## config.mk

```make
export PLATFORM = sky130hd
export DESIGN_NAME = arb_system
export DESIGN_NICKNAME = d
export VERILOG_FILES = /design/src/hdl/arb_pkg.sv /design/src/hdl/arb_system.sv /design/src/hdl/shared_mem.sv /design/src/hdl/bus_client.sv /design/src/hdl/busarbiter.sv
export VERILOG_INCLUDE_DIRS = /design/src /design/src/hdl
export SDC_FILE = /design/constraint.sdc
export NUM_CORES = 1
export LEC_CHECK = 0
export CAP_MARGIN = 0
export CORE_ASPECT_RATIO = 1.75
export CORE_MARGIN = 2
export CORE_UTILIZATION = 63
export DETAILED_ROUTE_END_ITERATION = 8
export DONT_BUFFER_PORTS = 1
export PLACE_DENSITY_LB_ADDON = 0.2
export SLEW_MARGIN = 20
export SYNTH_ARGS = -nofsm -noshare
export SYNTH_HDL_FRONTEND = slang
export SYNTH_SLANG_ARGS = --single-unit
```

## constraint.sdc

```tcl
create_clock -name clk -period 5.2 [get_ports clk]
set_input_delay 0.26 -clock clk [delete_from_list [all_inputs] [get_ports clk]]
set_output_delay 0.26 -clock clk [all_outputs]
set_load 0.01 [all_outputs]
```

## src/hdl/arb_config.svh

```systemverilog
`ifndef ARB_CONFIG_SVH
`define ARB_CONFIG_SVH

// Number of peer bus clients.
`define N_MASTERS 3

// Memory word and word address widths.
`define DATA_WIDTH 16
`define ADDR_WIDTH 6

// One word per address.
`define MEM_DEPTH (1 << `ADDR_WIDTH)

// Cycles from access start to acknowledge, at least 1.
`define MEM_LATENCY 2

`endif
```

## src/hdl/arb_pkg.sv

```systemverilog
`include "arb_config.svh"

package arb_pkg;

    // One bit per master, index 0 has the highest priority.
    typedef logic [`N_MASTERS-1:0] arb_vector;

    typedef logic [`ADDR_WIDTH-1:0] addr_t;
    typedef logic [`DATA_WIDTH-1:0] data_t;

    typedef enum logic {
        READY,
        BUSY
    } arb_state_t;

    localparam arb_vector NO_GRANT = '0;

endpackage

```

## src/hdl/arb_system.sv

```systemverilog
`timescale 1ns/100ps
`include "arb_config.svh"

module arb_system
    import arb_pkg::*;
(
    input  logic                   clk,
    input  logic                   reset,
    input  logic  [`N_MASTERS-1:0] cmd_valid,
    input  logic  [`N_MASTERS-1:0] cmd_write,
    input  addr_t [`N_MASTERS-1:0] cmd_addr,
    input  data_t [`N_MASTERS-1:0] cmd_wdata,
    output logic  [`N_MASTERS-1:0] busy,
    output logic  [`N_MASTERS-1:0] done,
    output data_t [`N_MASTERS-1:0] rdata
);

    arb_vector                bus_req;
    arb_vector                bus_grant;
    logic                     bus_ack;
    data_t                    bus_rdata;
    logic  [`N_MASTERS-1:0]   req_write;
    addr_t [`N_MASTERS-1:0]   req_addr;
    data_t [`N_MASTERS-1:0]   req_wdata;

    busarbiter u_arbiter (
        .clk       (clk),
        .reset     (reset),
        .bus_ack   (bus_ack),
        .bus_req   (bus_req),
        .bus_grant (bus_grant)
    );

    shared_mem u_mem (
        .clk       (clk),
        .reset     (reset),
        .bus_grant (bus_grant),
        .req_write (req_write),
        .req_addr  (req_addr),
        .req_wdata (req_wdata),
        .bus_ack   (bus_ack),
        .bus_rdata (bus_rdata)
    );

    // One client per master, ack and read data are shared.
    for (genvar m = 0; m < `N_MASTERS; m++) begin : g_client
        bus_client u_client (
            .clk          (clk),
            .reset        (reset),
            .cmd_valid    (cmd_valid[m]),
            .cmd_write    (cmd_write[m]),
            .cmd_addr     (cmd_addr[m]),
            .cmd_wdata    (cmd_wdata[m]),
            .busy         (busy[m]),
            .done         (done[m]),
            .rdata        (rdata[m]),
            .bus_grant_me (bus_grant[m]),
            .bus_ack      (bus_ack),
            .bus_rdata    (bus_rdata),
            .bus_req_me   (bus_req[m]),
            .req_write    (req_write[m]),
            .req_addr     (req_addr[m]),
            .req_wdata    (req_wdata[m])
        );
    end

endmodule

```

## src/hdl/shared_mem.sv

```systemverilog
`timescale 1ns/100ps
`include "arb_config.svh"

module shared_mem
    import arb_pkg::*;
(
    input  logic                  clk,
    input  logic                  reset,
    input  arb_vector             bus_grant,
    input  logic [`N_MASTERS-1:0] req_write,
    input  addr_t [`N_MASTERS-1:0] req_addr,
    input  data_t [`N_MASTERS-1:0] req_wdata,
    output logic                  bus_ack,
    output data_t                 bus_rdata
);

    localparam int CNT_W = $clog2(`MEM_LATENCY + 1);

    data_t mem [`MEM_DEPTH];

    logic             sel_write;
    addr_t            sel_addr;
    data_t            sel_wdata;
    logic             active;
    logic             start;
    logic [CNT_W-1:0] cnt;

    // One-hot grant picks the client's request.
    always_comb begin
        sel_write = 1'b0;
        sel_addr  = '0;
        sel_wdata = '0;
        for (int i = 0; i < `N_MASTERS; i++) begin
            if (bus_grant[i]) begin
                sel_write = req_write[i];
                sel_addr  = req_addr[i];
                sel_wdata = req_wdata[i];
            end
        end
    end

    // Skip the ack cycle, the grant is stale there.
    assign start = !active && !bus_ack && (bus_grant != NO_GRANT);

    always_ff @(posedge clk or posedge reset) begin
        if (reset) begin
            active  <= 1'b0;
            cnt     <= '0;
            bus_ack <= 1'b0;
        end else begin
            bus_ack <= 1'b0;
            if (!active) begin
                if (start) begin
                    active <= 1'b1;
                    cnt    <= CNT_W'(`MEM_LATENCY - 1);
                end
            end else if (cnt == '0) begin
                active  <= 1'b0;
                bus_ack <= 1'b1;
            end else begin
                cnt <= cnt - CNT_W'(1);
            end
        end
    end

    // Access happens at latch time, the word waits for the ack.
    always_ff @(posedge clk) begin
        if (start) begin
            if (sel_write) begin
                mem[sel_addr] <= sel_wdata;
                bus_rdata     <= sel_wdata;
            end else begin
                bus_rdata <= mem[sel_addr];
            end
        end
    end

endmodule

```

## src/hdl/bus_client.sv

```systemverilog
`timescale 1ns/100ps

module bus_client
    import arb_pkg::*;
(
    input  logic  clk,
    input  logic  reset,

    // Command side.
    input  logic  cmd_valid,
    input  logic  cmd_write,
    input  addr_t cmd_addr,
    input  data_t cmd_wdata,
    output logic  busy,
    output logic  done,
    output data_t rdata,

    // Bus side.
    input  logic  bus_grant_me,
    input  logic  bus_ack,
    input  data_t bus_rdata,
    output logic  bus_req_me,
    output logic  req_write,
    output addr_t req_addr,
    output data_t req_wdata
);

    logic accept;
    logic finish;

    assign accept = cmd_valid && !busy;
    assign finish = busy && bus_grant_me && bus_ack;

    always_ff @(posedge clk or posedge reset) begin
        if (reset) begin
            busy       <= 1'b0;
            done       <= 1'b0;
            bus_req_me <= 1'b0;
        end else begin
            done <= 1'b0;
            if (accept) begin
                busy       <= 1'b1;
                bus_req_me <= 1'b1;
            end else if (busy) begin
                // Arbiter keeps the grant on its own once given.
                if (bus_grant_me) begin
                    bus_req_me <= 1'b0;
                end
                if (finish) begin
                    busy <= 1'b0;
                    done <= 1'b1;
                end
            end
        end
    end

    // Held stable until done.
    always_ff @(posedge clk) begin
        if (accept) begin
            req_write <= cmd_write;
            req_addr  <= cmd_addr;
            req_wdata <= cmd_wdata;
        end
    end

    always_ff @(posedge clk) begin
        if (finish) begin
            rdata <= bus_rdata;
        end
    end

endmodule

```

## src/hdl/busarbiter.sv

```systemverilog
`timescale 1ns/100ps

module busarbiter
    import arb_pkg::*;
(
    input  logic      clk,
    input  logic      reset,
    input  logic      bus_ack,
    input  arb_vector bus_req,
    output arb_vector bus_grant
);

    arb_state_t state;
    arb_vector  prio_req;
    logic       any_req;

    // Isolate the lowest set request bit.
    always_comb begin
        prio_req = bus_req & (~bus_req + arb_vector'(1));
    end

    assign any_req = (bus_req != NO_GRANT);

    always_ff @(posedge clk or posedge reset) begin
        if (reset) begin
            state     <= READY;
            bus_grant <= NO_GRANT;
        end else begin
            case (state)
                READY: begin
                    // Grant follows the requests every cycle while idle.
                    bus_grant <= prio_req;
                    if (any_req) begin
                        state <= BUSY;
                    end
                end
                BUSY: begin
                    // Held until the memory finishes, no pre-emption.
                    if (bus_ack) begin
                        bus_grant <= prio_req;
                        state     <= any_req ? BUSY : READY;
                    end
                end
                default: begin
                    state     <= READY;
                    bus_grant <= NO_GRANT;
                end
            endcase
        end
    end

endmodule

```

==> key figures <==
GRT
  • Number of global-route vias before repair: 27,153
  • GRT Total Usage: 39.2%
  • Grt total ovfl: 0
  • Largest net degree at the start of global routing: 70
  • Initial antenna violation count: 6
  • Wire length of the first global-routing pass: 203,000 um

Setup path
  • Worst EP required: 5.65 ns
  • Crit path DAT: 5.16 ns
  • Maximum fanout along the worst path: 53
  • Critical Path Sink Type: flip-flop
  • Type of origin of the critical path: flip-flop
  • Worst Path Class, Setup: flip-flop to flip-flop

Routing
  • DRC violations left: 0
  • Vias: 27,805
  • Drt wl/cell: 37.6 um
  • Post-route antenna net violation count: 0
  • DRT Pass-1 Iters: 6
  • Via/cell ratio: 7.16
  • First-iteration detailed-routing DRC count: 3,960
  • Routed wire length: 146,000 um

Clock tree
  • CTS tree: done
  • CTS H-Tree Depth: 3
  • CTS root buffer: clkbuf_16
  • Clock transition at path regs: 0.07 ns
  • Skew-Pair Late Insertion Delay: 0.73 ns
  • CTS Hold Bufs: 73
  • CTS Sinks: 1,174
  • Post-cts resize count: 0
  • Num CTS Buffers: 97
  • Max Root-Sink Buffers: 3
  • Setup bufs post-CTS: 0

Logic synthesis
  • Ys async rst share: 1.45%
  • Mux contribution to synthesized area: 5.85%
  • EDFF count, synth: 1,157
  • Compound-gate portion of the synthesized area: 8.70%
  • #FFs+latches synth: 1,174
  • Post-synthesis cell count: 2,699
  • Post-synthesis sequential area ratio: 77.3%
  • Primary FF master, synth: edfxtp_1
  • Synth Area in XOR/XNOR: 0%
  • Post-synth cell types: 67
  • Synthesized cell area: 0.0455 mm2
  • Simple-Gate Fraction of Synth Area: 5.96%
  • Adder-cell share of the synthesized area: 0.0275%
  • Yosys warning total: 0
  • Avg Synthesized Cell Area: 16.9 um2
  • Net Count, Synth: 2,774
  • Largest family of logic cells by synthesized area: compound AO/OA/AOI/OAI gates

Timing
  • Tcrit/Tclk final: 90.5%
  • # setup viols final: 0
  • Worst-margin pin slew: 1.24 ns
  • Slew HR: 17.4%
  • Final hold violations: 0
  • RSZ-0062 raised after global routing: no
  • Clock skew: 0.0413 ns
  • Sum of negative setup slack: 0 ns
  • Max Transition Viols Final: 0
  • Max Fclk: 212 MHz
  • Min Clock Period, post-route: 4.71 ns

Power and ir drop
  • Max IR drop VDD: 603 uV
  • PwrDens: 639 mW/mm2
  • Leakage: 17.4 nW

Die
  • Die area: 0.0744 mm2
  • Die Y: 359 um
  • Starting density of the core: 63.6%
  • Core Region: 0.0716 mm2
  • Row count: 130
  • # IOs: 128
  • Die Width: 207 um

Finish
  • Final nets: 2,956
  • Diodes inserted: 0
  • Commonest cells after routing, fill and taps aside: edfxtp_1 (1,157), nand2_1 (348), a21oi_1 (235), buf_4 (165), a22oi_1 (134)
  • Layout cell share with drive strength beyond 1: 15.6%
  • Fillers: 4,392
  • Area grow syn2layout: 13.2%
  • Commonest non-fill, non-tap cell in the layout: edfxtp_1
  • Final Util: 71.9%

Place
  • GPL Wtd Cong: 1.03
  • Port buffer count: 0
  • Dpl hpwl: 92,400 um

Run status
  • Status: finished clean

Flow run
  • Max Cap Viol: 0

Min path
  • Worst min path class: input port to flip-flop
[synthesized netlist by cell type (30+ instances only)]
library cell | number | share of area, %
nand4_1 | 32 | 0.44
a21oi_1 | 235 | 2.6
buf_2 | 80 | 0.88
clkbuf_1 | 41 | 0.34
a221oi_1 | 36 | 0.69
nand3_1 | 40 | 0.44
nor2_1 | 100 | 0.83
mux4_2 | 92 | 4.6
a211oi_1 | 32 | 0.53
a22oi_1 | 134 | 2.2
and2_1 | 30 | 0.41
mux2i_1 | 44 | 0.97
edfxtp_1 | 1157 | 76
a32oi_1 | 31 | 0.60
nand2_1 | 348 | 2.9
[metal layers]
layer / GRT usage [%] / up-vias / part of all wire (%)
li1: - / 11076 / -
met1: 47.4 / 13934 / 32
met2: 62.7 / 2259 / 48
met3: 8.40 / 526 / 11
met4: 28.7 / 10 / 9.0
met5: 0 / - / 0.039
[critical path: stages, from the launching register on]
cell	delay, ns
dfrtp_1	0.61
buf_4	0.33
a21oi_1	0.40
a21bo_4	0.85
nor2_1	0.54
a22oi_1	0.83
nand4_1	0.43
o32a_1	0.43
[metrics by stage]
step                      setup WS (ns)  hold slack (ns)  cell area [um2]  power (W)  std cells
after global routing              0.410            0.123            51500     0.0335       3884
after detailed placement          0.768            0.283            47400     0.0250       3629
after global placement            0.816            0.248            47400     0.0247       3628
after CTS                         0.722           0.0823            51400     0.0324       3880
after floorplan                   0.695            0.186            45500     0.0196       2699
final                             0.491            0.114            51500     0.0329       3884
[registers in the layout, summed over array words and instances (netlist names)]
register and cells:
u_mem.mem 1024, g_client.u_client.rdata 48, g_client.u_client.req_wdata 48, g_client.u_client.req_addr 18, u_mem.bus_rdata 16, g_client.u_client.bus_req_me 3
g_client.u_client.busy 3, g_client.u_client.done 3, g_client.u_client.req_write 3, u_arbiter.bus_grant 3, u_mem.cnt 2, u_arbiter.state 1
u_mem.active 1, u_mem.bus_ack 1
[final cells by class]
type / count / area, um2 / area share [%]
Sequential cell: 1174 / 35200 / 68.3
Inverter: 7 / 26.3 / 0.0510
Clock buffer: 117 / 2520 / 4.90
Clock inverter: 61 / 693 / 1.35
Timing Repair Buffer: 253 / 2300 / 4.47
Multi-Input combinational cell: 1348 / 9610 / 18.7
Tap cell: 924 / 1160 / 2.25
[path summary, 6_finish.rpt]
path / start / end / slack (ns) / cells past startpoint
hold reg to reg: u_mem.bus_rdata[5]$_DFFE_PP_ / g_client[1].u_client.rdata[5]$_DFFE_PP_ / 0.48 / 0
max in group asynchronous: reset / u_arbiter.bus_grant[2]$_DFFE_PP0P_ / 4.59 / 2
setup reg to reg: u_arbiter.bus_grant[1]$_DFFE_PP0P_ / u_mem.bus_rdata[15]$_DFFE_PP_ / 0.49 / 7
hold / removal: cmd_valid[0] / g_client[0].u_client.req_wdata[11]$_DFFE_PP_ / 0.11 / 2
setup / recovery: u_arbiter.bus_grant[1]$_DFFE_PP0P_ / u_mem.bus_rdata[15]$_DFFE_PP_ / 0.49 / 7
min in group asynchronous: reset / g_client[1].u_client.done$_DFF_PP0_ / 0.12 / 2
[kinds of logic after synthesis]
kind of cell | Yosys count
AND/OR/NAND/NOR | 615
flip-flops | 1174
multiplexers | 145
buffers and inverters | 177
adder cells (fa/ha/maj) | 1
AO/OA/AOI/OAI | 587
[where the power goes]
part | internal [W] | leakage (nW) | switching, W | total [W]
clock network | 0.00417 | 1.56 | 0.00338 | 0.00755
logic | 0.00370 | 5.03 | 0.00937 | 0.0131
registers | 0.0120 | 10.8 | 0.000240 | 0.0123
Note: power is estimated with default switching activity, not from simulation.
